File: config.mk
export PLATFORM = sky130hd
export DESIGN_NAME = mtimer
export DESIGN_NICKNAME = d
export VERILOG_FILES = /design/src/common/platform_pkg.sv /design/src/source/mtimer.sv
export SDC_FILE = /design/constraint.sdc
export NUM_CORES = 1
export LEC_CHECK = 0
export ABC_CLOCK_PERIOD_IN_PS = 5000
export BUFFER_PORTS_ARGS = -buffer_cell sky130_fd_sc_hd__buf_2
export CAP_MARGIN = 10
export CORE_MARGIN = 2
export CORE_UTILIZATION = 31
export CTS_CLUSTER_DIAMETER = 60
export CTS_CLUSTER_SIZE = 25
export DETAILED_ROUTE_END_ITERATION = 12
export HOLD_SLACK_MARGIN = 0.12
export REMOVE_ABC_BUFFERS = 1
export SYNTH_ARGS = -nofsm -noshare
export SYNTH_HDL_FRONTEND = slang
export SYNTH_SLANG_ARGS = --single-unit
File: constraint.sdc
create_clock -name clk_i -period 5 [get_ports clk_i]
set_input_delay 1.5 -clock clk_i [delete_from_list [all_inputs] [get_ports clk_i]]
set_output_delay 1.5 -clock clk_i [all_outputs]
set_load 0.01 [all_outputs]
File: src/common/platform_pkg.sv
// all addresses are word addresses and bit 15 selects the peripheral space
package platform_pkg;

    // host and framebuffer bus widths
    localparam int BUS_AW = 16;
    localparam int BUS_DW = 32;

    // set for peripherals, clear for the framebuffer
    localparam int PERIPH_SEL_BIT = 15;

    // peripheral word addresses
    localparam logic [BUS_AW-1:0] LED_ADDR        = 16'h8000;
    localparam logic [BUS_AW-1:0] MTIME_ADDR      = 16'h8010;
    localparam logic [BUS_AW-1:0] MTIMECMP_ADDR   = 16'h8011;
    // video registers occupy a window of four words from here
    localparam logic [BUS_AW-1:0] VIDEO_BASE_ADDR = 16'h8020;

    // framebuffer depth in words, as log2
    localparam int FB_DEPTH_LOG2_DEFAULT = 10;

endpackage

File: src/source/mtimer.sv
// mtime is 32 bits only and wraps, and the interrupt is a plain level with no clear
`timescale 1ns/1ps

module mtimer (
    input  logic                              clk_i,
    input  logic                              rst_n_i,
    input  logic                              tim_stb_i,
    input  logic                              tim_we_i,
    input  logic [platform_pkg::BUS_AW-1:0]   tim_adr_i,
    input  logic [platform_pkg::BUS_DW-1:0]   tim_wdat_i,
    output logic [platform_pkg::BUS_DW-1:0]   tim_rdat_o,
    output logic                              timer_irq_o
);

    logic [platform_pkg::BUS_DW-1:0] mtime_q;
    logic [platform_pkg::BUS_DW-1:0] mtimecmp_q;
    logic                            wr_mtime;
    logic                            wr_cmp;

    assign wr_mtime = tim_stb_i & tim_we_i & (tim_adr_i == platform_pkg::MTIME_ADDR);
    assign wr_cmp   = tim_stb_i & tim_we_i & (tim_adr_i == platform_pkg::MTIMECMP_ADDR);

    always_ff @(posedge clk_i or negedge rst_n_i) begin
        if (!rst_n_i) begin
            mtime_q    <= '0;
            // all ones keeps the interrupt quiet until software arms it
            mtimecmp_q <= '1;
        end else begin
            if (wr_mtime)
                mtime_q <= tim_wdat_i;
            else
                mtime_q <= mtime_q + 1'b1;
            if (wr_cmp)
                mtimecmp_q <= tim_wdat_i;
        end
    end

    assign tim_rdat_o  = (tim_adr_i == platform_pkg::MTIMECMP_ADDR) ? mtimecmp_q : mtime_q;
    assign timer_irq_o = mtime_q >= mtimecmp_q;

endmodule

==> impl_metrics.toml <==
[route]
first_pass_iters = 4
drc = 0
vias = 3459
vias_per_cell = 4.845
wl_per_cell_um = 14.30
detail-route-antenna-nets = 0
drt_iter0_drc = 110
totalWireLength_um = 10210

[yosys]
ys_warn_count = 0
seq_area_frac_synth = 0.3928
netlist_area_mm2 = 0.004179
async_flop_share = 1.000
synthFlopType = "dfstp_2"
synth_edf_count = 0
synth.top_cell.area_share = 0.2012
synth.top_cells.by_area = "dfstp_2 20%, dfrtp_1 19%, ha_1 9.9%, mux2_2 8.9%, nand2_1 5.2%"
postSynthCellCount = 448
synth.distinct_cells = 36
synth.largest_area_cell = "dfstp_2"
syn_area_per_cell_um2 = 9.328
synth-seq-cells = 64

[floorplan]
fp.dieH_um = 120.1
start_util = 0.3168
core_area_mm2 = 0.01319
ios = 85
die_area_mm2 = 0.01443
die_x_um = 120.1
num_rows = 42

[setup_path]
endpoint_kind = "output port"
critical_path.slowest_cell = "nor4_1"
max_stage_delay_ns = 0.38
cp_cell_sequence = "buf_2, nor4_1, and4_1, nand2_2, buf_4, o21ai_0, buf_2"
r2r_cells = 6
crit_type = "primary input to output port"
cp-start-kind = "primary input"
path_delay_family = "simple AND/OR/NAND/NOR gates"
crit_arrival_ns = 3.16
critPathBufInv = 3
crit_fanout = 42
cp.depth = 7
crit_top_cell = "buf_2"
cp_data_required_time_ns = 3.50

[clock_tree]
clockBufferDepth = 2
cts_root_buffer = "clkbuf_16"
clkTransAtPathRegs_ns = 0.06
htreeDepth = 3
hold_buffers = 0
ctsResizeCount = 0
cts_buffers = 9
post_cts.repair.setup_buffers = 0
cts_tree = "done"
cts.sinks = 64
worstSkewPairLatency_ns = 0.34

[status]
status = "finished clean"

[global_route]
grt_max_degree = 43
antenna_found_initial = 0
grt_pass1_wl_um = 16880
grt_use_total = 0.1485
grt_overflow_total = 0
grt_pass1_vias = 3523

[layout]
final_nets = 618
antenna_cells = 0
layout-drive-gt1-share = 0.3420
layout_commonest_cell = "buf_2"
fill_cells = 1333
mostFrequentLayoutCells = "84 x buf_2, 57 x nand2_1, 40 x o21ai_0"
finalNonFillerCells = 714
syn2layout_area_growth_pct = 22.87

[sta]
drv_slew = 0
max-slew-margin-rel = 0.3889
grt_setup_unrepaired = "no"
fin_crit_ns = 4.662
fin_setup_tns_ns = 0
finClkSkew_ns = 0.007750
finalHoldViolations = 0
clock.fmax_ghz = 0.2145
setup_viol = 0
tightest_slew_ns = 0.9166
finalCritPeriodShare = 0.9324

[place]
io_buffers = 84
place_inst = 698
dpl.hpwl_um = 7568
gp_congestion = 0.8333

[min_path]
hold_path_class = "flip-flop to flip-flop"
hold_depth = 2

[pwr]
power_density_mw_per_mm2 = 260.0
ir_drop_v = 0.0001317
leakagePower_nw = 2.307
p_total_mw = 1.335

[flow_run]
cap_viol_max_count = 0
final cells by class:
cell class	instances	area (um2)	area share
Clock buffer	14	274.0	0.05336
Clock inverter	2	60.06	0.01170
Inverter	37	138.9	0.02705
Multi-Input combinational cell	331	2335	0.4547
Sequential cell	64	1642	0.3197
Tap cell	176	220.2	0.04288
Timing Repair Buffer	90	465.4	0.09064
report_power, final:
part / total, mW / switching [mW] / internal (mW)
clock: 0.704 / 0.226 / 0.478
combinational: 0.0923 / 0.0517 / 0.0406
sequential: 0.539 / 0.0126 / 0.526
total: 1.33 / 0.291 / 1.04
final timing paths:
path | from | slack (ns) | endpoint
setup / recovery | tim_adr_i[11] | 0.34 | tim_rdat_o[11]
min in group asynchronous | rst_n_i | 1.31 | mtime_q[17]
hold reg to reg | mtime_q[31] | 0.60 | mtime_q[31]
max in group asynchronous | rst_n_i | 2.75 | mtimecmp_q[10]
setup reg to reg | mtime_q[0] | 2.92 | mtime_q[16]
hold / removal | mtime_q[31] | 0.60 | mtime_q[31]
tightest hold or removal path, delay by kind of cell, from the launching register on:
kind | cells | cell delay, ns
flip-flops | 1 | 0.38
XOR/XNOR | 1 | 0.13
AO/OA/AOI/OAI | 1 | 0.05
cell families after synthesis:
| kind of cell | after synthesis | share of synthesized area |
|---|---|---|
| AOI/OAI and AO/OA | 85 | 0.1081 |
| xor gates and xnor gates | 30 | 0.06288 |
| adders and majority gates | 33 | 0.09880 |
| buffers and inverters | 53 | 0.04910 |
| DFF | 64 | 0.3928 |
| muxes | 33 | 0.08892 |
| and+or+nand+nor | 150 | 0.1994 |
layer usage:
| metal | GRT usage | share of wire | routed length [um] |
|---|---|---|---|
| met1 | 0.1780 | 0.45 | 4560 |
| met2 | 0.2539 | 0.49 | 4972 |
| met3 | 0.03850 | 0.044 | 452 |
| met4 | 0.05735 | 0.022 | 224 |
| met5 | 0 | 0 | 0 |
stage by stage:
stage	area [um2]	worst slack [ns]	hold slack, ns	util
finish	5135	0.3381	0.6018	0.3893
global route	5135	0.2910	0.6271	0.3893
CTS	5135	0.3840	0.6088	0.3893
detailed placement	4801	0.4069	0.6012	0.3640
global placement	4801	0.4440	0.5954	0.3640
floorplan	4113	0.1499	0.5362	-
state kept, by name, indices dropped and copies added (netlist names):
name,flops
mtimecmp_q,32
mtime_q,32
Yosys cell counts (3+ instances only):
cell type,number
a2111oi_0,3
a21o_1,4
a21oi_1,31
and3_1,5
and4_1,4
buf_2,5
clkbuf_1,11
dfrtp_1,32
dfstp_2,32
ha_1,33
inv_1,37
mux2_2,33
nand2_1,58
nand3_1,20
nand4_1,10
nor2_1,25
nor3_1,6
nor4_4,3
o21ai_0,40
o21ai_1,6
or3_4,3
xnor2_1,15
xor2_1,15
No activity file was read; power rests on OpenSTA's default activity.
