[config.mk]
export PLATFORM = sky130hd
export DESIGN_NAME = periph_bus
export DESIGN_NICKNAME = d
export VERILOG_FILES = /design/src/common/platform_pkg.sv /design/src/source/periph_bus.sv
export SDC_FILE = /design/constraint.sdc
export NUM_CORES = 1
export LEC_CHECK = 0
export BUFFER_PORTS_ARGS = -buffer_cell sky130_fd_sc_hd__buf_2
export CAP_MARGIN = 20
export CORE_ASPECT_RATIO = 0.8
export CORE_MARGIN = 2
export CORE_UTILIZATION = 30
export CTS_CLUSTER_SIZE = 25
export DETAILED_ROUTE_END_ITERATION = 8
export SLEW_MARGIN = 20
export SYNTH_ARGS = -nofsm -noshare
export SYNTH_HDL_FRONTEND = slang
export SYNTH_SLANG_ARGS = --single-unit
[constraint.sdc]
create_clock -name clk_i -period 3.27 [get_ports clk_i]
set_input_delay 0 -clock clk_i [delete_from_list [all_inputs] [get_ports clk_i]]
set_output_delay 0 -clock clk_i [all_outputs]
set_load 0.005 [all_outputs]
[src/common/platform_pkg.sv]
// all addresses are word addresses and bit 15 selects the peripheral space
package platform_pkg;

    // host and framebuffer bus widths
    localparam int BUS_AW = 16;
    localparam int BUS_DW = 32;

    // set for peripherals, clear for the framebuffer
    localparam int PERIPH_SEL_BIT = 15;

    // peripheral word addresses
    localparam logic [BUS_AW-1:0] LED_ADDR        = 16'h8000;
    localparam logic [BUS_AW-1:0] MTIME_ADDR      = 16'h8010;
    localparam logic [BUS_AW-1:0] MTIMECMP_ADDR   = 16'h8011;
    // video registers occupy a window of four words from here
    localparam logic [BUS_AW-1:0] VIDEO_BASE_ADDR = 16'h8020;

    // framebuffer depth in words, as log2
    localparam int FB_DEPTH_LOG2_DEFAULT = 10;

endpackage

[src/source/periph_bus.sv]
// peripheral cycles always ack one cycle after stb and unmapped addresses read as zero
`timescale 1ns/1ps

module periph_bus (
    input  logic                              clk_i,
    input  logic                              rst_n_i,

    // host port
    input  logic                              host_cyc_i,
    input  logic                              host_stb_i,
    input  logic                              host_we_i,
    input  logic [platform_pkg::BUS_AW-1:0]   host_adr_i,
    input  logic [platform_pkg::BUS_DW-1:0]   host_dat_i,
    output logic [platform_pkg::BUS_DW-1:0]   host_dat_o,
    output logic                              host_ack_o,

    // framebuffer master toward the arbiter
    output logic                              hfb_cyc_o,
    output logic                              hfb_stb_o,
    output logic                              hfb_we_o,
    output logic [platform_pkg::BUS_AW-1:0]   hfb_adr_o,
    output logic [platform_pkg::BUS_DW-1:0]   hfb_wdat_o,
    input  logic [platform_pkg::BUS_DW-1:0]   hfb_rdat_i,
    input  logic                              hfb_ack_i,

    // timer slave
    output logic                              tim_stb_o,
    output logic                              tim_we_o,
    output logic [platform_pkg::BUS_AW-1:0]   tim_adr_o,
    output logic [platform_pkg::BUS_DW-1:0]   tim_wdat_o,
    input  logic [platform_pkg::BUS_DW-1:0]   tim_rdat_i,

    // video register slave
    output logic                              vcfg_stb_o,
    output logic                              vcfg_we_o,
    output logic [1:0]                        vcfg_adr_o,
    output logic [platform_pkg::BUS_DW-1:0]   vcfg_wdat_o,
    input  logic [platform_pkg::BUS_DW-1:0]   vcfg_rdat_i,

    output logic [7:0]                        leds_o
);

    logic                            is_periph;
    logic                            periph_new;
    logic                            led_sel;
    logic                            tim_sel;
    logic                            vcfg_sel;
    logic                            periph_ack_q;
    logic [platform_pkg::BUS_DW-1:0] periph_rdat;
    logic [platform_pkg::BUS_DW-1:0] periph_rdat_q;
    logic [platform_pkg::BUS_DW-1:0] led_q;

    assign is_periph = host_adr_i[platform_pkg::PERIPH_SEL_BIT];
    // first cycle of a peripheral access only, so a held stb acts once
    assign periph_new = host_cyc_i & host_stb_i & is_periph & ~periph_ack_q;

    assign led_sel  = host_adr_i == platform_pkg::LED_ADDR;
    assign tim_sel  = (host_adr_i == platform_pkg::MTIME_ADDR) ||
                      (host_adr_i == platform_pkg::MTIMECMP_ADDR);
    assign vcfg_sel = host_adr_i[platform_pkg::BUS_AW-1:2] ==
                      platform_pkg::VIDEO_BASE_ADDR[platform_pkg::BUS_AW-1:2];

    // framebuffer path passes through untouched
    assign hfb_cyc_o  = host_cyc_i & ~is_periph;
    assign hfb_stb_o  = host_stb_i & ~is_periph;
    assign hfb_we_o   = host_we_i;
    assign hfb_adr_o  = host_adr_i;
    assign hfb_wdat_o = host_dat_i;

    assign tim_stb_o  = periph_new & tim_sel;
    assign tim_we_o   = host_we_i;
    assign tim_adr_o  = host_adr_i;
    assign tim_wdat_o = host_dat_i;

    assign vcfg_stb_o  = periph_new & vcfg_sel;
    assign vcfg_we_o   = host_we_i;
    assign vcfg_adr_o  = host_adr_i[1:0];
    assign vcfg_wdat_o = host_dat_i;

    always_comb begin
        periph_rdat = '0;
        if (led_sel)
            periph_rdat = led_q;
        else if (tim_sel)
            periph_rdat = tim_rdat_i;
        else if (vcfg_sel)
            periph_rdat = vcfg_rdat_i;
    end

    always_ff @(posedge clk_i or negedge rst_n_i) begin
        if (!rst_n_i) begin
            periph_ack_q <= 1'b0;
            led_q        <= '0;
        end else begin
            periph_ack_q <= periph_new;
            if (periph_new && led_sel && host_we_i)
                led_q <= host_dat_i;
        end
    end

    // read data sampled with the request, presented with the ack
    always_ff @(posedge clk_i) begin
        if (periph_new)
            periph_rdat_q <= periph_rdat;
    end

    assign host_ack_o = periph_ack_q | hfb_ack_i;
    assign host_dat_o = is_periph ? periph_rdat_q : hfb_rdat_i;
    assign leds_o     = led_q[7:0];

endmodule

==> reports/qor.csv <==
metric,value,unit
maximum vdd drop,0.000198,V
detailed-routing iteration count for the pre-antenna-repair pass,9,
reg-to-reg endpoint,led_q[6],
mapped cell area,4260,µm²
vias in the first global route,3557,
number of instances in the synthesized netlist,369,
setup repair after global routing missed its margin,false,
sequential share of power,41.4,%
start point of the critical path,periph_ack_q,
share of final-layout standard cells stronger than drive strength 1,65.4,%
met3 track utilization from global routing,4.09,%
leakage power figure,2.74,nW
final critical delay including setup and external delays,2.04,ns
Routed WL,13600,µm
global router's overall resource usage,16.9,%
Sw Pwr,0.524,mW
slowest cell delay on critical path,0.38,ns
number of antenna violations at the first check in global routing,0,
number of cells on the worst reg-to-reg path,5,
fin crit share,62.3,%
cell depth of the worst min-delay path,3,
number of nets still failing antenna checks after routing,0,
Clock Power Share,40.1,%
nets@finish,738,
TritonCTS Sinks,65,
result of the run,finished clean,
die extent in x,137,µm
Die Area,15200,µm²
r2r setup slk,1.23,ns
final number of hold-violating endpoints,0,
Starting Density,31.1,%
vias per cell,4.74,
upper clock frequency limit,491,MHz
"leading cell types in the layout, fill and taps excluded","sky130_fd_sc_hd__buf_2 (327), sky130_fd_sc_hd__dlygate4sd3_1 (35), sky130_fd_sc_hd__dfrtp_1 (33)",
end point of the worst hold path,periph_rdat_q[14],
"Seq/Total Area, Yosys",42.0,%
leftover overflow at the end of global routing,0,
net count after synthesis,519,
clock-pin slew on the worst setup and hold paths,0.05,ns
clock tree from TritonCTS,yes,
series of cell instances along the critical path,and4b_2 -> nand3_1 -> nor2_4 -> buf_4 -> mux2_1,
power share of the combinational group,18.4,%
R2R Path Start,periph_ack_q,
"Most Used Layer, Global Route",met2,
arrival time of the worst setup path,2.24,ns
Hold WS,0.0156,ns
synthesized area per cell,11.5,µm²
power density relative to cell area,376,nW/µm²
Num CTS Buffers,9,
Clock Tree Root,sky130_fd_sc_hd__clkbuf_16,
# setup viols final,0,
PortBufs,327,
share of the core filled with cells in the final layout,41.0,%
Sum Neg Setup Slack,0,ns
clock network latency to the later pin of the worst-skew pair,0.33,ns
Layout Area Growth over Synthesis,32.1,%
Remaining DRCs,0,
core area,13700,µm²
final antenna diode count,0,
WL per Instance,17.6,µm
FILL cells,1388,
maxcap violations,0,
Hold Startpoint,vcfg_rdat_i[14],
final slew viol count,0,
Power Internal,1.59,mW
number of register bits inferred by synthesis,65,
Die Y,111,µm
Post-Route Skew,0.00559,ns
Top-Level Pins,328,
max_slew headroom,45.1,%
Hold Path Class,in -> reg,
"Warnings, synthesis",0,
initial drt markers,367,
critical path start-end classification,reg -> reg,
HPWL after DPL,9560,µm
standard-cell rows,38,
Final Wtd Congestion,0.835,
crit path launch type,flip-flop,
highest fanout seen on the critical path,22,
worst slew pin tran,0.823,ns
number of unique standard cell types used by synthesis,21,
met1 usage in global routing,19.2,%
via count,3663,
maximum number of pins on one net before global-route repair,36,
critical path capture point type,flip-flop,
GR Layer Usage met2,31.2,%
global-route wire length before repair,19300,µm
switching portion of total power,24.8,%
deepest clock path buffer count,2,
cell type of the slowest stage on the worst timing path,sky130_fd_sc_hd__buf_4,
Worst Path Required,3.47,ns
H-tree Lvls,3,
"most common cell after layout, fill and taps aside",sky130_fd_sc_hd__buf_2,
-- power by group through the flow --
stage	sequential (mW)	combinational (mW)	clock (mW)
detailed placement	0.891	0.359	0
floorplan	0.890	0.220	0
global route	0.876	0.425	0.908
finish	0.876	0.390	0.848
CTS	0.876	0.392	0.878
global placement	0.891	0.356	0
-- what timing repair did --
action                                  4_1_cts  5_1_grt
endpoints found under the setup margin        0        0
hold buffers                                 35        0
setup buffers                                 0        0
hold endpoints to repair                     67        0
gates resized for setup                       0        0
-- state kept, by name (all words and copies together), names as in the netlist --
register       count
periph_ack_q       1
led_q             32
periph_rdat_q     32
-- synth_stat cells --
cell type | instances | area share, %
sky130_fd_sc_hd__buf_6 | 3 | 0.79
sky130_fd_sc_hd__edfxtp_1 | 32 | 23
sky130_fd_sc_hd__nor3b_1 | 1 | 0.18
sky130_fd_sc_hd__dfrtp_1 | 33 | 19
sky130_fd_sc_hd__nor2_4 | 1 | 0.26
sky130_fd_sc_hd__a222oi_1 | 32 | 7.5
sky130_fd_sc_hd__nor2_1 | 32 | 2.8
sky130_fd_sc_hd__nand3_1 | 1 | 0.12
sky130_fd_sc_hd__nand3_2 | 1 | 0.24
sky130_fd_sc_hd__nor4_4 | 1 | 0.50
sky130_fd_sc_hd__and3b_1 | 2 | 0.41
sky130_fd_sc_hd__nor4_1 | 2 | 0.29
sky130_fd_sc_hd__and4b_1 | 1 | 0.24
sky130_fd_sc_hd__nor2b_1 | 3 | 0.44
sky130_fd_sc_hd__clkbuf_1 | 13 | 1.1
sky130_fd_sc_hd__buf_2 | 3 | 0.35
sky130_fd_sc_hd__buf_4 | 142 | 25
sky130_fd_sc_hd__mux2_1 | 32 | 8.5
sky130_fd_sc_hd__or2_2 | 1 | 0.15
sky130_fd_sc_hd__nor4b_4 | 1 | 0.56
sky130_fd_sc_hd__mux2_2 | 32 | 8.5
-- worst max-delay path by stage --
stage,endpoint,slack [ns],cells after the start
after global placement,led_q[20],1.21,6
final,led_q[6],1.23,5
after detailed placement,led_q[17],1.12,6
after floorplan,led_q[10],0.87,5
after CTS,led_q[6],1.17,5
after global routing,led_q[18],1.06,5
-- final cells by class --
cell class	instances	area (µm²)	area share (%)
clock buffers	11	233	4.14
clock inverters	4	22.5	0.401
multi-input cells	143	1310	23.4
flip-flops and latches	65	1790	31.8
well taps	180	225	4.01
repair buffers	369	2040	36.3
-- routing by layer --
layer  part of all wire [%]  vias up
met5                      0        -
met3                    8.3        9
met2                     52      231
li1                       -     1634
met4                   0.89        0
met1                     38     1789
-- cell families (layout without fill, tap and decap cells) --
logic type	count (synthesis)	after routing	synth area share (%)
AOI/OAI and AO/OA	32	32	7.53
and+or+nand+nor	47	47	6.20
buffers and inverters	161	384	27.3
muxes	64	64	16.9
DFF	65	65	42.0
-- critical path: cells and delay by family (launching register included) --
kind,cells,cell delay (ns)
multiplexers,1,0.36
flip-flops,1,0.37
AND/OR/NAND/NOR,3,0.78
buffers and inverters,1,0.38
-- stage by stage --
step	setup slack, ns	instance area (µm²)	total power [mW]	instances
floorplan	0.872	4260	1.11	369
global placement	1.21	5010	1.25	722
detailed placement	1.12	5010	1.25	722
CTS	1.17	5620	2.15	772
global route	1.06	5620	2.21	772
finish	1.23	5620	2.11	772
Note: power is estimated with default switching activity, not from simulation.
