<file path="src/common/platform_pkg.sv">
// all addresses are word addresses and bit 15 selects the peripheral space
package platform_pkg;

    // host and framebuffer bus widths
    localparam int BUS_AW = 16;
    localparam int BUS_DW = 32;

    // set for peripherals, clear for the framebuffer
    localparam int PERIPH_SEL_BIT = 15;

    // peripheral word addresses
    localparam logic [BUS_AW-1:0] LED_ADDR        = 16'h8000;
    localparam logic [BUS_AW-1:0] MTIME_ADDR      = 16'h8010;
    localparam logic [BUS_AW-1:0] MTIMECMP_ADDR   = 16'h8011;
    // video registers occupy a window of four words from here
    localparam logic [BUS_AW-1:0] VIDEO_BASE_ADDR = 16'h8020;

    // framebuffer depth in words, as log2
    localparam int FB_DEPTH_LOG2_DEFAULT = 10;

endpackage

</file>
<file path="src/common/video_pkg.sv">
// register offsets are relative to the video window and only two bits wide
package video_pkg;

    // first framebuffer word to fetch
    localparam logic [1:0] VID_REG_BASE  = 2'd0;
    // number of words to fetch
    localparam logic [1:0] VID_REG_COUNT = 2'd1;
    // write bit 0 to start, read bit 0 for busy
    localparam logic [1:0] VID_REG_CTRL  = 2'd2;

    typedef enum logic [1:0] {
        // waiting for a start
        FETCH_IDLE,
        // read held on the framebuffer bus
        FETCH_REQ,
        // returned word presented as a pixel
        FETCH_EMIT
    } fetch_state_e;

endpackage

</file>
<file path="src/video/video_fetch.sv">
// pixels come out in the system clock domain and a start while busy is dropped
`timescale 1ns/1ps

module video_fetch #(
    parameter int FB_DEPTH_LOG2 = 10
) (
    input  logic                              clk_i,
    input  logic                              rst_n_i,

    // configuration registers
    input  logic                              vcfg_stb_i,
    input  logic                              vcfg_we_i,
    input  logic [1:0]                        vcfg_adr_i,
    input  logic [platform_pkg::BUS_DW-1:0]   vcfg_wdat_i,
    output logic [platform_pkg::BUS_DW-1:0]   vcfg_rdat_o,

    // framebuffer read master
    output logic                              vfb_cyc_o,
    output logic                              vfb_stb_o,
    output logic [platform_pkg::BUS_AW-1:0]   vfb_adr_o,
    input  logic [platform_pkg::BUS_DW-1:0]   vfb_rdat_i,
    input  logic                              vfb_ack_i,

    output logic [platform_pkg::BUS_DW-1:0]   pixel_o,
    output logic                              pixel_valid_o
);

    video_pkg::fetch_state_e          state_q;
    logic [FB_DEPTH_LOG2-1:0]         base_q;
    logic [platform_pkg::BUS_AW-1:0]  count_q;
    logic [FB_DEPTH_LOG2-1:0]         addr_q;
    logic [platform_pkg::BUS_AW-1:0]  remain_q;
    logic [platform_pkg::BUS_DW-1:0]  pixel_q;
    logic                             busy;
    logic                             cfg_wr;
    logic                             start;

    assign busy   = state_q != video_pkg::FETCH_IDLE;
    assign cfg_wr = vcfg_stb_i & vcfg_we_i;
    assign start  = cfg_wr & (vcfg_adr_i == video_pkg::VID_REG_CTRL) & vcfg_wdat_i[0];

    // base and count are free to change while a fetch runs on its own copies
    always_ff @(posedge clk_i or negedge rst_n_i) begin
        if (!rst_n_i) begin
            base_q  <= '0;
            count_q <= '0;
        end else if (cfg_wr) begin
            if (vcfg_adr_i == video_pkg::VID_REG_BASE)
                base_q <= vcfg_wdat_i[FB_DEPTH_LOG2-1:0];
            if (vcfg_adr_i == video_pkg::VID_REG_COUNT)
                count_q <= vcfg_wdat_i[platform_pkg::BUS_AW-1:0];
        end
    end

    always_ff @(posedge clk_i or negedge rst_n_i) begin
        if (!rst_n_i) begin
            state_q  <= video_pkg::FETCH_IDLE;
            addr_q   <= '0;
            remain_q <= '0;
        end else begin
            case (state_q)
                video_pkg::FETCH_IDLE: begin
                    // a zero count never leaves idle
                    if (start && count_q != '0) begin
                        addr_q   <= base_q;
                        remain_q <= count_q;
                        state_q  <= video_pkg::FETCH_REQ;
                    end
                end
                video_pkg::FETCH_REQ: begin
                    if (vfb_ack_i) begin
                        // address wraps at the framebuffer depth by width alone
                        addr_q   <= addr_q + 1'b1;
                        remain_q <= remain_q - 1'b1;
                        state_q  <= video_pkg::FETCH_EMIT;
                    end
                end
                video_pkg::FETCH_EMIT: begin
                    if (remain_q == '0)
                        state_q <= video_pkg::FETCH_IDLE;
                    else
                        state_q <= video_pkg::FETCH_REQ;
                end
                default: state_q <= video_pkg::FETCH_IDLE;
            endcase
        end
    end

    always_ff @(posedge clk_i) begin
        if (state_q == video_pkg::FETCH_REQ && vfb_ack_i)
            pixel_q <= vfb_rdat_i;
    end

    assign vfb_cyc_o     = state_q == video_pkg::FETCH_REQ;
    assign vfb_stb_o     = state_q == video_pkg::FETCH_REQ;
    assign vfb_adr_o     = {{(platform_pkg::BUS_AW-FB_DEPTH_LOG2){1'b0}}, addr_q};
    assign pixel_o       = pixel_q;
    assign pixel_valid_o = state_q == video_pkg::FETCH_EMIT;

    always_comb begin
        vcfg_rdat_o = '0;
        case (vcfg_adr_i)
            video_pkg::VID_REG_BASE:  vcfg_rdat_o[FB_DEPTH_LOG2-1:0] = base_q;
            video_pkg::VID_REG_COUNT: vcfg_rdat_o[platform_pkg::BUS_AW-1:0] = count_q;
            video_pkg::VID_REG_CTRL:  vcfg_rdat_o[0] = busy;
            default:                  vcfg_rdat_o = '0;
        endcase
    end

endmodule

</file>
<file path="config.mk">
export PLATFORM = sky130hd
export DESIGN_NAME = video_fetch
export DESIGN_NICKNAME = d
export VERILOG_FILES = /design/src/common/platform_pkg.sv /design/src/common/video_pkg.sv /design/src/video/video_fetch.sv
export SDC_FILE = /design/constraint.sdc
export NUM_CORES = 1
export LEC_CHECK = 0
export BUFFER_PORTS_ARGS = -buffer_cell sky130_fd_sc_hd__buf_4
export CAP_MARGIN = 10
export CORE_ASPECT_RATIO = 0.5
export CORE_MARGIN = 1.5
export CORE_UTILIZATION = 53
export CTS_CLUSTER_SIZE = 12
export DETAILED_ROUTE_END_ITERATION = 10
export MAX_ROUTING_LAYER = met4
export PLACE_DENSITY = 0.83
export SLEW_MARGIN = 25
export SYNTH_ARGS = -nofsm -noshare
export SYNTH_HDL_FRONTEND = slang
export SYNTH_SLANG_ARGS = --single-unit
</file>
<file path="constraint.sdc">
create_clock -name clk_i -period 5.05 [get_ports clk_i]
set_input_delay 1.01 -clock clk_i [delete_from_list [all_inputs] [get_ports clk_i]]
set_output_delay 1.01 -clock clk_i [all_outputs]
set_load 0.02 [all_outputs]
</file>
==> out/metrics.yaml, run 1 <==
cts:
  cts.sinks: 86
  hold_buffers: 0
  postCtsSetupBuffers: 0
  cts-buffers-inserted: 9
  ctsResizeCount: 0
  h-tree-depth: 3
  clk_pin_slew_ps: 60
  clock_path_buffers: 2
  cts_tree: "done"
  root_buffer: "clkbuf_16"
  insertion_delay_ps: 340
setup_path:
  required_ps: 4040
  cp_max_fo: 13
  crit_type: "in -> out"
  endpoint_kind: "output port"
  r2r_slack_ps: 2780
  worstPathArrival_ps: 1920
  crit_path_start_kind: "primary input"
route:
  wl_per_cell_um: 16.47
  vias: 3310
  drt_first_pass_iters: 4
  vias_per_cell: 5.629
  drt_iter0_markers: 238
  drc: 0
  antenna_left: 0
  routed_wl_um: 9687
synthesis:
  synth_seq_area_share_pct: 55.78
  syn_area_um2: 4145
  avgSynthCellArea_um2: 11.39
  synthMuxAreaShare_pct: 11.47
  synthXorXnorAreaFrac_pct: 0.2113
  synth_warnings: 0
  async_flop_share_pct: 62.79
  synth_top_family_by_area: "simple AND/OR/NAND/NOR gates"
  ys_types: 52
  synthFlopType: "dfrtp_1"
  synthSimpleGateAreaFrac_pct: 14.01
  synth-seq-cells: 86
  synth-adder-area-share_pct: 0.6037
  synth_compound_area_share_pct: 10.93
  synth_cells: 364
  synth_edf_count: 32
floorplan:
  die_h_um: 65.54
  die_area_um2: 8393
  die_w_um: 128.1
  rows: 22
  fp.coreArea_um2: 7460
  start_util_pct: 55.57
  ios: 154
run:
  drv_cap: 0
placed_design:
  dp.cells: 572
  pre_cts_ws_ps: 1880
  gp_congestion: 0.8356
  io_buffer_count: 115
  dp_hpwl_um: 6746
sta:
  worst_slack_ps: 2123
  fin_crit_sh_pct: 57.96
  tightest_slew_ps: 924.9
  skew_ps: 5.180
  rsz0062_at_grt: "false"
  hold_viol_final: 0
  finalSetupViolations: 0
  fin_crit_ps: 2927
  fin_setup_tns_ps: 0
  slew_headroom_pct: 38.34
  drv_slew: 0
  timing.fmax_mhz: 341.7
finish:
  final_util_pct: 71.00
  nNetsFinal: 548
  area_delta_synth_final_pct: 27.77
  drive_above_1_share_pct: 35.42
  n_antenna_cell: 0
  layout.cells.non_filler: 588
grt:
  grt_use_met3_pct: 5.700
  busiest_layer: "met2"
  antenna_found_initial: 0
  grt_usage_pct: 25.39
  grt_max_degree: 55
  use_met1_pct: 34.83
  overflow: 0
  grt_pass1_wl_um: 15710
  grt_pass1_vias: 3008
  grtUsageMet2_pct: 38.58
pwr:
  p_leak_nw: 2.312
  peakVddDrop_v: 0.0002713
  p_per_area_nw_per_um2: 504.6
worst_hold_path:
  hold_path.class: "reg -> reg"
run_status:
  run_status: "finished, final reports clean"
layout by cell type, fill, tap and decap left out, drive strengths merged, types with 3 or more instances in the layout:
cell	count
a31oi	3
o31ai	5
nand2b	5
or3	3
nor2b	3
and2	6
nand4	5
o21ai	12
mux2	28
nand3	9
mux2i	16
or4	3
nor3	6
nor2	29
dfrtp	54
a21oi	29
inv	6
clkbuf	12
o211ai	4
edfxtp	32
o22ai	12
nor4	9
conb	22
nand2	28
buf	117
sequential cells by signal, summed over array words and instances, names as in the netlist:
name	count
count_q	16
state_q	2
base_q	10
remain_q	16
addr_q	10
pixel_o	32
power by group:
| part | internal, W | switching, W |
|---|---|---|
| logic | 0.000364 | 0.000468 |
| clock network | 0.000425 | 0.000264 |
| registers | 0.000920 | 0.000231 |
cell usage after synthesis (3+ instances only):
| master | instances | share of area [%] |
|---|---|---|
| nand2_1 | 27 | 2.4 |
| edfxtp_1 | 32 | 23 |
| o21ai_0 | 12 | 1.4 |
| nand3_1 | 9 | 1.1 |
| and2_1 | 6 | 0.91 |
| mux2i_1 | 16 | 3.9 |
| o31ai_1 | 5 | 0.91 |
| nor2_1 | 29 | 2.6 |
| nor3_1 | 4 | 0.48 |
| mux2_2 | 27 | 7.3 |
| o211ai_1 | 4 | 0.72 |
| dfrtp_1 | 54 | 33 |
| clkbuf_1 | 8 | 0.72 |
| nor2b_1 | 3 | 0.45 |
| o22ai_1 | 12 | 1.8 |
| buf_4 | 23 | 4.2 |
| nand4_1 | 5 | 0.75 |
| nand2b_1 | 4 | 0.60 |
| a21oi_1 | 29 | 3.5 |
| a31oi_1 | 3 | 0.45 |
| inv_1 | 6 | 0.54 |
| nor4_1 | 8 | 1.2 |
metrics by stage:
stage          cell area (µm²)  power (W)  hold slack [ps]
5_1_grt                   5296   0.002835            579.1
4_1_cts                   5296   0.002678            551.4
6_report                  5296   0.002673            550.0
3_5_place_dp              4977   0.001978            535.9
2_1_floorplan             4224   0.001682            497.2
3_3_place_gp              4977   0.001947            520.1
worst max-delay path: stages:
cell,delay (ps)
buf_4,220
nor2b_1,360
and2_1,190
buf_4,140
logic make-up (layout without fill, tap and decap cells):
group	after synthesis	after routing
and+or+nand+nor	110	110
xor gates and xnor gates	1	1
DFF	86	86
AOI/OAI and AO/OA	75	75
buffers and inverters	45	140
muxes	44	44
adders and majority gates	2	2
other	1	22
path summary, 6_finish.rpt:
check	from	end	depth (start not counted)
worst min register to register	base_q[2]$_DFFE_PN0P_	base_q[2]$_DFFE_PN0P_	1
worst min-delay path	base_q[2]$_DFFE_PN0P_	base_q[2]$_DFFE_PN0P_	1
worst max-delay path	vcfg_adr_i[0]	vcfg_rdat_o[13]	4
max in group asynchronous	rst_n_i	addr_q[2]$_DFFE_PN0P_	1
worst max register to register	state_q[0]$_DFFE_PN0P_	remain_q[12]$_DFFE_PN0P_	4
min in group asynchronous	rst_n_i	count_q[15]$_DFFE_PN0P_	1
cell type report:
cell class                 count  area (µm²)
tap                          108       135.1
clock buffer                  12       265.3
timing repair buffer         117       878.3
sequential                    86        2312
fill                         545        2163
clock inverter                 4       53.80
inverter                       7       26.28
multi-input combinational    254        1625
per-layer routing:
| layer | vias to the layer above | wire length (µm) |
|---|---|---|
| li1 | 1516 | - |
| met1 | 1612 | 4343 |
| met2 | 176 | 4495 |
| met3 | 6 | 806 |
| met4 | 0 | 42 |
| met5 | - | 0 |
No activity file was read; power rests on OpenSTA's default activity.
==> run 2: changes to the inputs <==
--- a/config.mk
+++ b/config.mk
@@ -9,11 +9,11 @@
 export CAP_MARGIN = 10
 export CORE_ASPECT_RATIO = 0.5
 export CORE_MARGIN = 1.5
-export CORE_UTILIZATION = 53
+export CORE_UTILIZATION = 49
 export CTS_CLUSTER_SIZE = 12
 export DETAILED_ROUTE_END_ITERATION = 10
 export MAX_ROUTING_LAYER = met4
-export PLACE_DENSITY = 0.83
+export PLACE_DENSITY = 0.78
 export SLEW_MARGIN = 25
 export SYNTH_ARGS = -nofsm -noshare
 export SYNTH_HDL_FRONTEND = slang
==> constraint.sdc (replaced) <==
create_clock -name clk_i -period 2.85 [get_ports clk_i]
set_input_delay 0.57 -clock clk_i [delete_from_list [all_inputs] [get_ports clk_i]]
set_output_delay 0.57 -clock clk_i [all_outputs]
set_load 0.02 [all_outputs]
==> run 2 against run 1 <==
Sequential share of layout area down 0.31 points. Largest cell class unchanged. Highest routed layer unchanged. Final cell count is 1.4% higher. Critical path type is now reg -> reg. Clock skew is essentially flat.
==> out/metrics.yaml, run 2 (synthesis gave the netlist of run 1 again) <==
floorplan:
  die_h_um: 68.04  # +3.8%
  die_area_um2: 9054  # +7.9%
  start_util_pct: 51.08  # -4.5 points
  fp.coreArea_um2: 8115  # +8.8%
  rows: 23  # +4.5%
  die_w_um: 133.1  # +3.9%
  ios: 154  # unchanged
sta:
  fin_crit_sh_pct: 80.37
  skew_ps: 5.568  # +0.3879 ps
  timing.fmax_mhz: 436.6
  hold_viol_final: 0  # unchanged
  finalSetupViolations: 0  # unchanged
  drv_slew: 0  # unchanged
  fin_setup_tns_ps: 0  # unchanged
  slew_headroom_pct: 45.61  # +7.3 points
  tightest_slew_ps: 808.5  # -116.4 ps
  rsz0062_at_grt: "false"
  fin_crit_ps: 2291
route:
  vias_per_cell: 5.534  # -1.7%
  antenna_left: 0  # unchanged
  drc: 0  # unchanged
  routed_wl_um: 9830  # +1.5%
  vias: 3298  # -0.36%
  drt_iter0_markers: 267  # +12%
  drt_first_pass_iters: 5  # +1
  wl_per_cell_um: 16.49  # +0.11%
finish:
  layout.cells.non_filler: 596  # +1.4%
  layout_common_cells: "121 x buf_4, 54 x dfrtp_1, 32 x edfxtp_1, 29 x nor2_1, 29 x a21oi_1"
  layout_commonest_cell: "buf_4"
  area_delta_synth_final_pct: 28.68
  nNetsFinal: 552  # +0.73%
  drive_above_1_share_pct: 35.74  # +0.33 points
  largest_reg_flops: 32  # unchanged
  n_antenna_cell: 0  # unchanged
  n_fill_cell: 641  # +18%
setup_path:
  cpLargestDelayFamily: "simple AND/OR/NAND/NOR gates"
  slowest_delay_ps: 510  # +150 ps
  r2r-start: "remain_q[0]$_DFFE_PN0P_"
  endpoint_kind: "flip-flop"
  worstPathArrival_ps: 2520  # +600 ps
  crit_chain: "inv_1 > ha_1 > or3b_1 > nor4_1 > mux2_2 > o22ai_1 > nor2_1"
  cp_max_fo: 7  # -6
  crit_path_start_kind: "flip-flop"
  crit_type: "reg -> reg"
  cp_num_buf_inv: 1  # -1
  slowest_stage: "or3b_1"
  required_ps: 3080  # -960 ps
  crit_start: "remain_q[0]$_DFFE_PN0P_"
grt:
  grt_usage_pct: 23.36  # -2.0 points
  grt_max_degree: 55  # unchanged
  overflow: 0  # unchanged
  antenna_found_initial: 0  # unchanged
  grt_pass1_wl_um: 15410  # -1.9%
  grt_pass1_vias: 2901  # -3.6%
pwr:
  p_per_area_nw_per_um2: 899.8  # +78%
  p_leak_nw: 2.330  # +0.80%
  peakVddDrop_v: 0.0003705  # +37%
cts:
  insertion_delay_ps: 340  # about the same
  clock_path_buffers: 2  # unchanged
  cts.sinks: 86  # unchanged
  clk_pin_slew_ps: 70  # about the same
  h-tree-depth: 3  # unchanged
  root_buffer: "clkbuf_16"
  cts-buffers-inserted: 9  # unchanged
  cts_tree: "done"
  ctsResizeCount: 0  # unchanged
  postCtsSetupBuffers: 0  # unchanged
  hold_buffers: 0  # unchanged
run:
  drv_cap: 0  # unchanged
placed_design:
  gp_congestion: 0.8870  # +6.2%
  io_buffer_count: 115  # unchanged
  dp.cells: 580  # +1.4%
  dp_hpwl_um: 6966  # +3.3%
worst_hold_path:
  hold_path.class: "in -> async"
run_status:
  run_status: "finished, final reports clean"
## run 2: layer usage
layer / GRT usage, % / vias to the layer above / part of all wire [%]
li1: - / 1527 / -
met1: 30.58 / 1589 / 45
met2: 35.87 / 163 / 45
met3: 6.889 / 19 / 8.2
met4: 6.593 / 0 / 1.4
met5: - / - / 0
## run 2: worst reg2reg max path, stage by stage (launching register included)
cell and delay, ps:
dfrtp_1 450, inv_1 90, ha_1 200, or3b_1 510
nor4_1 370, mux2_2 390, o22ai_1 140, nor2_1 50
## run 2: power by group
group	leakage (nW)	switching [W]	total [W]	internal, W
logic	1.25	0.000842	0.00150	0.000657
registers	0.931	0.000404	0.00203	0.00163
clock network	0.150	0.000495	0.00127	0.000771
total	2.33	0.00174	0.00480	0.00306
## run 2: worst paths after layout
kind                       slack, ps  depth (start not counted)                       end
setup / recovery                 560                          7  remain_q[10]$_DFFE_PN0P_
hold / removal                   260                          1   count_q[15]$_DFFE_PN0P_
setup reg to reg                 560                          7  remain_q[10]$_DFFE_PN0P_
hold reg to reg                  540                          1     base_q[2]$_DFFE_PN0P_
max in group asynchronous       2100                          1   remain_q[6]$_DFFE_PN0P_
min in group clk_i               400                          1     pixel_o[27]$_DFFE_PP_
## run 2: final cells by class
| cell class | instances | area (µm²) | share of cell area [%] |
|---|---|---|---|
| timing repair buffer | 121 | 908.4 | 17.03 |
| clock buffer | 9 | 225.2 | 4.222 |
| inverter | 7 | 26.28 | 0.4926 |
| tap | 112 | 140.1 | 2.627 |
| sequential | 86 | 2312 | 43.35 |
| multi-input combinational | 254 | 1625 | 30.47 |
| clock inverter | 7 | 96.34 | 1.806 |
## run 2: metrics by stage
step	cell area, µm²	util (%)	hold slack (ps)	total power [W]	setup WS (ps)
2_1_floorplan	4224	-	274.4	0.002980	655.2
3_3_place_gp	5012	61.76	515.1	0.003468	497.5
5_1_grt	5334	65.73	317.0	0.005078	496.5
3_5_place_dp	5012	61.76	523.0	0.003526	503.2
6_report	5334	65.73	258.2	0.004799	559.5
4_1_cts	5334	65.73	293.0	0.004809	599.2
