$ cat config.mk
export PLATFORM = sky130hd
export DESIGN_NAME = sec_arbiter
export DESIGN_NICKNAME = d
export VERILOG_FILES = /design/src/common/platform_pkg.sv /design/src/source/sec_arbiter.sv
export SDC_FILE = /design/constraint.sdc
export NUM_CORES = 1
export LEC_CHECK = 0
export ABC_CLOCK_PERIOD_IN_PS = 2200
export BUFFER_PORTS_ARGS = -buffer_cell sky130_fd_sc_hd__buf_4
export CORE_AREA = 2 2 84 86
export DETAILED_ROUTE_END_ITERATION = 10
export DIE_AREA = 0 0 86 88
export GPL_ROUTABILITY_DRIVEN = 0
export PLACE_DENSITY = 0.55
export SYNTH_ARGS = -nofsm -noshare
export SYNTH_HDL_FRONTEND = slang
export SYNTH_SLANG_ARGS = --single-unit
$ cat constraint.sdc
create_clock -name clk_i -period 2.2 [get_ports clk_i]
set_clock_uncertainty 0.2 [all_clocks]
set_input_delay 0.33 -clock clk_i [delete_from_list [all_inputs] [get_ports clk_i]]
set_output_delay 0.33 -clock clk_i [all_outputs]
set_load 0.02 [all_outputs]
$ cat src/common/platform_pkg.sv
// all addresses are word addresses and bit 15 selects the peripheral space
package platform_pkg;

    // host and framebuffer bus widths
    localparam int BUS_AW = 16;
    localparam int BUS_DW = 32;

    // set for peripherals, clear for the framebuffer
    localparam int PERIPH_SEL_BIT = 15;

    // peripheral word addresses
    localparam logic [BUS_AW-1:0] LED_ADDR        = 16'h8000;
    localparam logic [BUS_AW-1:0] MTIME_ADDR      = 16'h8010;
    localparam logic [BUS_AW-1:0] MTIMECMP_ADDR   = 16'h8011;
    // video registers occupy a window of four words from here
    localparam logic [BUS_AW-1:0] VIDEO_BASE_ADDR = 16'h8020;

    // framebuffer depth in words, as log2
    localparam int FB_DEPTH_LOG2_DEFAULT = 10;

endpackage

$ cat src/source/sec_arbiter.sv
// masters must hold stb until ack and drop it the cycle after, or a held strobe starts a new transfer
`timescale 1ns/1ps

module sec_arbiter (
    input  logic                              clk_i,
    input  logic                              rst_n_i,

    // host master
    input  logic                              hfb_cyc_i,
    input  logic                              hfb_stb_i,
    input  logic                              hfb_we_i,
    input  logic [platform_pkg::BUS_AW-1:0]   hfb_adr_i,
    input  logic [platform_pkg::BUS_DW-1:0]   hfb_wdat_i,
    output logic [platform_pkg::BUS_DW-1:0]   hfb_rdat_o,
    output logic                              hfb_ack_o,

    // video fetch master, read only
    input  logic                              vfb_cyc_i,
    input  logic                              vfb_stb_i,
    input  logic [platform_pkg::BUS_AW-1:0]   vfb_adr_i,
    output logic [platform_pkg::BUS_DW-1:0]   vfb_rdat_o,
    output logic                              vfb_ack_o,

    // framebuffer memory
    output logic                              mem_stb_o,
    output logic                              mem_we_o,
    output logic [platform_pkg::BUS_AW-1:0]   mem_adr_o,
    output logic [platform_pkg::BUS_DW-1:0]   mem_wdat_o,
    input  logic [platform_pkg::BUS_DW-1:0]   mem_rdat_i,
    input  logic                              mem_ack_i
);

    logic host_req;
    logic vid_req;
    logic sel_vid;
    logic locked_q;
    logic grant_vid_q;
    logic prio_vid_q;

    assign host_req = hfb_cyc_i & hfb_stb_i;
    assign vid_req  = vfb_cyc_i & vfb_stb_i;

    // locked grant wins, otherwise the priority bit breaks a tie
    assign sel_vid = locked_q ? grant_vid_q : (vid_req & (prio_vid_q | ~host_req));

    assign mem_stb_o  = sel_vid ? vid_req : host_req;
    assign mem_we_o   = ~sel_vid & hfb_we_i;
    assign mem_adr_o  = sel_vid ? vfb_adr_i : hfb_adr_i;
    assign mem_wdat_o = hfb_wdat_i;

    assign hfb_ack_o  = mem_ack_i & ~sel_vid;
    assign vfb_ack_o  = mem_ack_i & sel_vid;
    assign hfb_rdat_o = sel_vid ? '0 : mem_rdat_i;
    assign vfb_rdat_o = sel_vid ? mem_rdat_i : '0;

    always_ff @(posedge clk_i or negedge rst_n_i) begin
        if (!rst_n_i) begin
            locked_q    <= 1'b0;
            grant_vid_q <= 1'b0;
            prio_vid_q  <= 1'b0;
        end else if (mem_ack_i) begin
            locked_q   <= 1'b0;
            // the other master goes first next time
            prio_vid_q <= ~sel_vid;
        end else if (mem_stb_o) begin
            locked_q    <= 1'b1;
            grant_vid_q <= sel_vid;
        end
    end

endmodule

==> results of run 1 <==
[flip-flops by register name, summed over array words and instances (netlist names)]
register and count:
locked_q 1, prio_vid_q 1, grant_vid_q 1
[layout make-up]
cell class              count  area (um2)
clock buffers               4        45.0
multi-input cells         100         958
repair buffers            168        1580
well taps                  80         100
fillers                   683        3880
flip-flops and latches      3        75.1
[layout by cell type (no fill, tap or decap)]
cell type and n:
mux2_4 16, o21a_2 1, dfrtp_1 3, a21oi_1 3, o31ai_1 1, o21ai_4 1, nand2_1 1, clkbuf_16 2
and2_1 9, dlygate4sd3_1 1, and3b_2 1, o21ai_0 1, or2_2 1, clkbuf_8 3, and2_4 58, buf_6 64
buf_4 97, nand3b_1 1, clkbuf_1 1, a31oi_1 1, buf_12 3, nand2_4 1, buf_8 1, o21a_4 3
mux2_2 1
[metrics by stage]
stage	power (mW)	hold slack [ps]	worst slack, ps
after CTS	1.13	122	-13.3
after floorplan	0.601	-166	365
after detailed placement	0.891	-77.6	17.7
final	1.33	127	-18.3
after global placement	0.888	-78.7	30.9
after global routing	1.41	127	-84.4
[worst max-delay path, cell delays in order (launching register included)]
cell	delay [ps]
dfrtp_1	390
nand3b_1	200
buf_4	170
o21a_4	240
mux2_4	310
buf_4	160
[routing by layer]
metal,vias to the layer above,wire length (um),track usage (%)
li1,688,-,-
met1,664,1570,10.1
met2,105,2900,21.2
met3,4,648,3.77
met4,0,10,2.60
met5,-,0,0
[worst paths after layout]
path,start,endpoint,slack [ps],cells after the start
setup / recovery,locked_q$_DFFE_PN0P_,mem_adr_o[15],-20,5
hold / removal,mem_ack_i,locked_q$_DFFE_PN0P_,130,2
setup reg to reg,locked_q$_DFFE_PN0P_,prio_vid_q$_DFFE_PN0P_,460,5
hold reg to reg,prio_vid_q$_DFFE_PN0P_,prio_vid_q$_DFFE_PN0P_,300,1
max in group asynchronous,rst_n_i,locked_q$_DFFE_PN0P_,1460,2
min in group asynchronous,rst_n_i,prio_vid_q$_DFFE_PN0P_,250,2
[power by group through the flow]
| stage | clock [mW] | sequential (mW) | combinational (mW) |
|---|---|---|---|
| 3_5_place_dp | 0 | 0.0697 | 0.822 |
| 4_1_cts | 0.166 | 0.0690 | 0.894 |
| 5_1_grt | 0.174 | 0.0724 | 1.16 |
| 2_1_floorplan | 0 | 0.0684 | 0.532 |
| 6_report | 0.160 | 0.0712 | 1.10 |
| 3_3_place_gp | 0 | 0.0692 | 0.819 |
[logic make-up (layout without fill, tap and decap cells)]
group | count (synthesis) | count (layout) | share of synthesized area (%)
DFF | 3 | 3 | 6.71
AOI/OAI and AO/OA | 8 | 11 | 5.14
muxes | 17 | 17 | 22.1
and+or+nand+nor | 72 | 72 | 40.2
buffers and inverters | 40 | 172 | 25.8
[repair_timing]
item,CTS,global route
gates resized for setup,30,103
setup endpoints to repair,44,72
endpoints found under the hold margin,3,0
buffers inserted,3,3
gates cloned,2,4
pin swaps,3,29
hold buffers,1,0
==> results.py, run 1 <==
metrics = {
    "clock_tree": {
        "insertion_delay_ps": 220,
        "cts.clk_slew.worst_paths_ps": 30,
        "clockRootBuffer": "clkbuf_8",
        "cts_made_buffers": 3,
        "cts_tree": "built",
        "cts_sinks": 3,
        "clock_path_buffers": 2,
        "h-tree-depth": 1,
    },
    "finish": {
        "drive_gt1_share_pct": 92.0,
        "n_antenna_cell": 0,
        "finish.instance_area_um2": 2760,
        "syn_to_final_growth_pct": 147,
        "utilization_pct": 41.6,
        "fin_cells": 355,
        "nets": 380,
    },
    "power": {
        "power_frac_clock_pct": 12.0,
        "internal_power_mw": 0.820,
        "swShare_pct": 38.4,
        "seqPwrFrac_pct": 5.3,
        "combPwrFrac_pct": 82.6,
        "leakagePower_nw": 1.46,
        "ir_worst_vdd_v": 0.000184,
        "power_density_nw_per_um2": 482,
        "power.switching_mw": 0.511,
    },
    "sta": {
        "layout_setup_ws_ps": -18.3,
        "worstMarginPinSlew_ps": 207,
        "tns_ps": -72.1,
        "rsz0062_at_grt": "true",
        "finalHoldViolations": 0,
        "relSlewSlack_pct": 86.1,
        "period_share_pct": 101,
        "slew_violations": 0,
        "period_needed_ps": 2220,
        "finalSetupViolCount": 6,
        "max_freq_ghz": 0.451,
    },
    "detailed_routing": {
        "routedWlPerCell_um": 14.4,
        "via_per_inst": 4.12,
        "ant_nets": 0,
        "drt_pass1_iterations": 3,
        "drcViolationCount": 0,
        "vias": 1461,
        "drtIter0Drc": 11,
        "finalWirelength_mm": 5.12,
    },
    "yosys": {
        "synth_top_cell_by_area": "and2_1",
        "yosysMostFrequentCell": "and2_1",
        "synth-edff-count": 0,
        "ys_seq_elements": 3,
        "seq_area_frac_synth_pct": 6.71,
        "synth_cells": 140,
        "synth_cell_types": 18,
        "synth_top_area_share_pct": 37.5,
        "ys_warn_count": 0,
        "syn_nets": 244,
        "avgSynthCellArea_um2": 7.99,
        "synthArstFlopShare_pct": 100,
        "ys.flop_type": "dfrtp_1",
        "synth_common_cells": "and2_1 (67), buf_4 (32), mux2_4 (15)",
        "synthTopCellsByArea": "and2_1 (37%), buf_4 (21%), mux2_4 (20%)",
        "syn_area_um2": 1120,
    },
    "placement": {
        "io_buffers": 155,
        "dp_hpwl_mm": 3.49,
        "postPlaceCellArea_um2": 2130,
        "placed_cells": 338,
    },
    "global_routing": {
        "grt_max_degree": 29,
        "first_global_vias": 1350,
        "grt_pass1_wl_mm": 6.33,
        "gr-usage-all-layers_pct": 10.5,
        "grt_overflow": 0,
        "antenna_found_initial": 0,
    },
    "critical_path": {
        "crit_path_end_kind": "output port",
        "path_max_fanout": 6,
        "crit_type": "reg2out",
        "critPathRequiredTime_ps": 1670,
        "cp.arrival_ps": 1690,
        "start_kind": "flip-flop",
    },
    "die": {
        "initial_core_util_pct": 16.8,
        "die_x_um": 86,
        "core_region_area_um2": 6640,
        "die_h_um": 88,
        "dieArea_um2": 7570,
        "rows": 30,
        "io_pins": 220,
    },
    "status": {
        "status": "complete, but fails checks",
        "violations": "negative setup slack",
    },
    "flow_run": {
        "maxCapViolations": 0,
    },
    "worst_hold_path": {
        "hp-class": "in2reg",
    },
}
Note: power is estimated with default switching activity, not from simulation.
==> run 2, diff against run 1 <==
--- a/constraint.sdc
+++ b/constraint.sdc
@@ -4,2 +4,2 @@
 set_output_delay 0.33 -clock clk_i [all_outputs]
-set_load 0.02 [all_outputs]
+set_load 0.05 [all_outputs]
==> run 2 against run 1 <==
Against the previous run:
- the flow still finishes with violations (negative setup slack)
- utilization grew 1.4 points
- via count is 0.62% higher
- critical path depth stayed put
- clock power is essentially flat
- final area rose by 3.4%
- sequential power shrank 3.5%
- hold slack got worse by 9.0 ps
- final cell count unchanged
- critical endpoint is now mem_adr_o[6]
- largest cell class unchanged
==> results.py, run 2 (synthesis gave the netlist of run 1 again) <==
metrics = {
    "clock_tree": {
        "h-tree-depth": 1,
        "clockRootBuffer": "clkbuf_8",
        "cts.clk_slew.worst_paths_ps": 30,
        "insertion_delay_ps": 210,
        "clock_path_buffers": 2,
        "cts_sinks": 3,
        "cts_made_buffers": 3,
        "cts_tree": "built",
    },
    "critical_path": {
        "slowest_stage": "dfrtp_1",
        "crit_path_end_kind": "output port",
        "path_max_fanout": 11,
        "critPathRequiredTime_ps": 1670,
        "path_cells": "nand3b_1, buf_6, o21a_4, mux2_4, buf_6",
        "ff2ff_path_depth": 5,
        "cp_slowest_stage_delay_ps": 390,
        "path_common_cell": "buf_6",
        "cp.arrival_ps": 1710,
        "start_kind": "flip-flop",
        "crit_type": "reg2out",
    },
    "die": {
        "rows": 30,
        "core_region_area_um2": 6640,
        "initial_core_util_pct": 16.8,
        "dieArea_um2": 7570,
        "die_h_um": 88,
        "io_pins": 220,
        "die_x_um": 86,
    },
    "sta": {
        "worstMarginPinSlew_ps": 274,
        "finalSetupViolCount": 42,
        "tns_ps": -653,
        "layout_setup_ws_ps": -40.9,
        "rsz0062_at_grt": "true",
        "max_freq_ghz": 0.446,
        "period_needed_ps": 2240,
        "period_share_pct": 102,
        "finalHoldViolations": 0,
        "slew_violations": 0,
        "hold-worst-slack_ps": 118,
        "relSlewSlack_pct": 81.7,
    },
    "detailed_routing": {
        "routedWlPerCell_um": 14.8,
        "drtIter0Drc": 17,
        "drt_pass1_iterations": 4,
        "via_per_inst": 4.14,
        "drcViolationCount": 0,
        "ant_nets": 0,
        "finalWirelength_mm": 5.25,
        "vias": 1470,
    },
    "status": {
        "violations": "negative setup slack",
        "status": "complete, but fails checks",
    },
    "finish": {
        "final_common_cell": "buf_4",
        "layout_common_cells": "buf_4 (80), buf_6 (53), and2_4 (36)",
        "nFillCells": 663,
        "largestRegisters": "grant_vid_q (1), locked_q (1), prio_vid_q (1)",
        "nets": 380,
        "drive_gt1_share_pct": 84.0,
        "finish.instance_area_um2": 2860,
        "n_antenna_cell": 0,
        "syn_to_final_growth_pct": 155,
    },
    "global_routing": {
        "gr-usage-all-layers_pct": 12.8,
        "grt_pass1_wl_mm": 7.55,
        "grt_max_degree": 14,
        "first_global_vias": 1532,
        "antenna_found_initial": 0,
        "grt_overflow": 0,
    },
    "power": {
        "power_density_nw_per_um2": 607,
        "leakagePower_nw": 1.46,
        "ir_worst_vdd_v": 0.000207,
    },
    "worst_hold_path": {
        "hp-class": "in2reg",
        "min_path_cells": 2,
    },
    "placement": {
        "postPlaceCellArea_um2": 2150,
        "io_buffers": 155,
    },
    "flow_run": {
        "maxCapViolations": 0,
    },
}
==> run 2: cell types whose count changed in the layout (fill, tap and decap cells not counted), sizes merged <==
cell and delta:
clkbuf -2, buf +2
==> run 2: area by class of cell <==
type / instances / area (um2) / share of cell area (%)
multi-input combinational: 100 / 913 / 32.0
timing repair buffer: 168 / 1720 / 60.3
tap: 80 / 100 / 3.50
sequential: 3 / 75.1 / 2.63
clock buffer: 4 / 45.0 / 1.58
==> run 2: power breakdown <==
group	internal (mW)	switching, mW	leakage (nW)
Combinational	0.663	0.844	1.40
Clock	0.124	0.0361	0.0228
Sequential	0.0644	0.00438	0.0348
==> run 2: final timing paths <==
check	startpoint	endpoint	slack, ps
min in group asynchronous	rst_n_i	prio_vid_q$_DFFE_PN0P_	260
max	locked_q$_DFFE_PN0P_	mem_adr_o[6]	-40
min reg2reg	prio_vid_q$_DFFE_PN0P_	prio_vid_q$_DFFE_PN0P_	290
max reg2reg	locked_q$_DFFE_PN0P_	prio_vid_q$_DFFE_PN0P_	460
min	mem_ack_i	locked_q$_DFFE_PN0P_	120
max in group asynchronous	rst_n_i	grant_vid_q$_DFFE_PN0P_	1450
==> run 2: per-layer routing <==
metal / global-route usage, % / share of wire [%] / vias to the layer above
met5: 0 / 0 / -
met4: 2.89 / 0.36 / 0
met3: 3.77 / 12 / 2
met2: 24.6 / 54 / 122
met1: 13.7 / 34 / 659
li1: - / - / 687
==> run 2: worst max-delay path: cells and delay by family, from the launching register on <==
| kind | cells | cell delay, ps |
|---|---|---|
| flops | 1 | 390 |
| mux | 1 | 320 |
| compound gates | 1 | 250 |
| simple gates | 1 | 220 |
| buf+inv | 2 | 320 |
==> run 2: stage by stage <==
stage                     utilization [%]  setup slack (ps)  cells  total power [mW]
after floorplan                         -               216    140              1.04
after global routing                 43.0             -91.0    355              1.80
after CTS                            41.8             -59.5    355              1.71
after detailed placement             32.4             0.235    342              1.26
final                                43.0             -40.9    355              1.73
after global placement               32.4              19.7    342              1.26
==> run 2: repair_timing <==
item,in CTS,in global routing
gates resized for setup,141,23
pin swaps,25,4
cloned,6,0
endpoints found under the setup margin,62,77
hold endpoints to repair,3,0
setup buffers,2,0
hold buffers,1,0
==> run 3, diff against run 2 <==
- ABC_CLOCK_PERIOD_IN_PS: 2200 -> 2600
- CORE_AREA: 2 2 84 86 -> 2 2 86 88
- DIE_AREA: 0 0 86 88 -> 0 0 88 90
- PLACE_DENSITY: 0.55 -> 0.53
- clock period: 2.2 -> 2.6 ns (I/O delays scaled with it)
==> run 3 against run 2 <==
Against the previous run:
- the run now ends clean
- register-to-register slack improved by 390 ps
- clock power shrank 16%
- global-route usage down 3.4 points
- combinational power is 34% lower
- setup slack better by 140 ps
- wire length down 15%
- clock-buffer cell count unchanged
- via count down 5.6%
- largest power group unchanged
==> results.py, run 3 (synthesis gave the netlist of run 1 again) <==
metrics = {
    "global_routing": {
        "grt_overflow": 0,
        "first_global_vias": 1353,
        "antenna_found_initial": 0,
        "grt_max_degree": 46,
        "grt_pass1_wl_mm": 6.09,
        "gr-usage-all-layers_pct": 9.40,
    },
    "clock_tree": {
        "clock_path_buffers": 2,
        "cts_sinks": 3,
        "cts_tree": "built",
        "h-tree-depth": 1,
        "post-cts-setup-buffers": 0,
        "cts.clk_slew.worst_paths_ps": 30,
        "clockRootBuffer": "clkbuf_8",
        "insertion_delay_ps": 210,
        "cts_made_buffers": 3,
    },
    "power": {
        "swShare_pct": 56.9,
        "ir_worst_vdd_v": 0.000132,
        "power_density_nw_per_um2": 540,
        "seqPwrFrac_pct": 4.9,
        "power_frac_clock_pct": 11.3,
        "leakagePower_nw": 1.20,
        "combPwrFrac_pct": 83.7,
        "power.switching_mw": 0.677,
        "internal_power_mw": 0.513,
    },
    "detailed_routing": {
        "wl_met3_um": 526,
        "met2WireLength_mm": 2.33,
        "routedWlPerCell_um": 12.3,
        "via_per_inst": 3.82,
        "drtIter0Drc": 21,
        "ant_nets": 0,
        "drt_pass1_iterations": 2,
        "wl_met1_mm": 1.51,
        "finalWirelength_mm": 4.45,
        "top_layer": "met4",
        "drcViolationCount": 0,
        "vias": 1388,
    },
    "sta": {
        "finalHoldViolations": 0,
        "worstMarginPinSlew_ps": 403,
        "max_freq_ghz": 0.400,
        "period_needed_ps": 2500,
        "period_share_pct": 96.2,
        "relSlewSlack_pct": 73.1,
        "finalSetupViolCount": 0,
        "slew_violations": 0,
    },
    "flow_run": {
        "maxCapViolations": 0,
    },
    "placement": {
        "dp_hpwl_mm": 3.52,
        "io_buffers": 155,
        "placed_cells": 357,
        "postPlaceCellArea_um2": 2140,
    },
    "finish": {
        "nFillCells": 757,
        "largestRegisters": "grant_vid_q (1), locked_q (1), prio_vid_q (1)",
        "final_common_cell": "buf_4",
        "n_antenna_cell": 0,
        "drive_gt1_share_pct": 68.9,
        "finish.instance_area_um2": 2200,
        "syn_to_final_growth_pct": 97.0,
        "fin_cells": 363,
        "nets": 369,
        "layout_common_cells": "buf_4 (158), and2_1 (67), mux2_4 (15)",
    },
    "worst_hold_path": {
        "hp-class": "in2reg",
    },
    "die": {
        "die_h_um": 90,
        "io_pins": 220,
        "rows": 31,
        "dieArea_um2": 7920,
        "die_x_um": 88,
        "initial_core_util_pct": 15.9,
        "core_region_area_um2": 7020,
    },
    "critical_path": {
        "crit_path_end_kind": "output port",
        "path_max_fanout": 23,
        "critPathRequiredTime_ps": 2010,
        "slowest_stage": "o21a_4",
        "cp.arrival_ps": 1910,
        "crit_type": "reg2out",
        "path_cells": "and3b_1, o21a_4, mux2_2, buf_4",
        "start_kind": "flip-flop",
        "path_buf_inv": 1,
        "cp_slowest_stage_delay_ps": 420,
        "path_delay_family": "compound AO/OA/AOI/OAI gates",
    },
    "status": {
        "status": "finished clean",
    },
}
run 3: cell count changes in the layout (fill, tap and decap cells not counted), moves of 3 or more:
cell,change
buf_4,+78
buf_6,-53
and2_1,+36
and2_4,-36
buf_8,-33
o21a_4,-3
run 3: routing by layer:
metal / GRT usage [%] / up-vias
li1: - / 660
met1: 9.13 / 601
met2: 18.1 / 109
met3: 3.21 / 18
met4: 2.82 / 0
met5: 0 / -
run 3: worst paths after layout:
kind	start	endpoint	slack, ps	cells after the start
min	mem_ack_i	locked_q$_DFFE_PN0P_	170	2
max	prio_vid_q$_DFFE_PN0P_	mem_adr_o[15]	100	4
min reg2reg	prio_vid_q$_DFFE_PN0P_	prio_vid_q$_DFFE_PN0P_	300	1
max reg2reg	locked_q$_DFFE_PN0P_	prio_vid_q$_DFFE_PN0P_	850	3
max in group asynchronous	rst_n_i	locked_q$_DFFE_PN0P_	1800	2
min in group asynchronous	rst_n_i	grant_vid_q$_DFFE_PN0P_	310	2
run 3: through the flow:
step	TNS [ps]	power (mW)	hold WS, ps	setup WS (ps)	util [%]
after floorplan	0	0.880	-106	222	-
final	0	1.19	170	100	31.4
after CTS	0	1.20	167	21.9	31.3
after global placement	0	1.05	-20.0	197	30.5
after global routing	-0.596	1.25	169	-0.596	31.4
after detailed placement	0	1.06	-17.5	191	30.5
run 3: layout make-up:
| class | count | area, um2 | area share (%) |
|---|---|---|---|
| flip-flops and latches | 3 | 75.1 | 3.41 |
| clock buffers | 4 | 45.0 | 2.04 |
| repair buffers | 159 | 1200 | 54.3 |
| well taps | 99 | 124 | 5.62 |
| multi-input cells | 98 | 763 | 34.6 |
run 3: power groups by stage:
stage	logic, mW	clock network [mW]	registers (mW)
floorplan	0.822	0	0.0579
detailed placement	0.996	0	0.0594
finish	0.996	0.135	0.0585
global placement	0.995	0	0.0591
global route	1.05	0.149	0.0593
CTS	0.998	0.140	0.0587
run 3: worst register-to-register path: stages (launching register included):
cell and delay, ps:
dfrtp_1 390, nand3b_1 300, o21a_2 420, mux2_2 320
run 3: repair_timing:
item | 4_1_cts | 5_1_grt
setup endpoints to repair | 0 | 23
hold buffers | 1 | 0
resized for setup | 0 | 0
hold endpoints to repair | 3 | 0
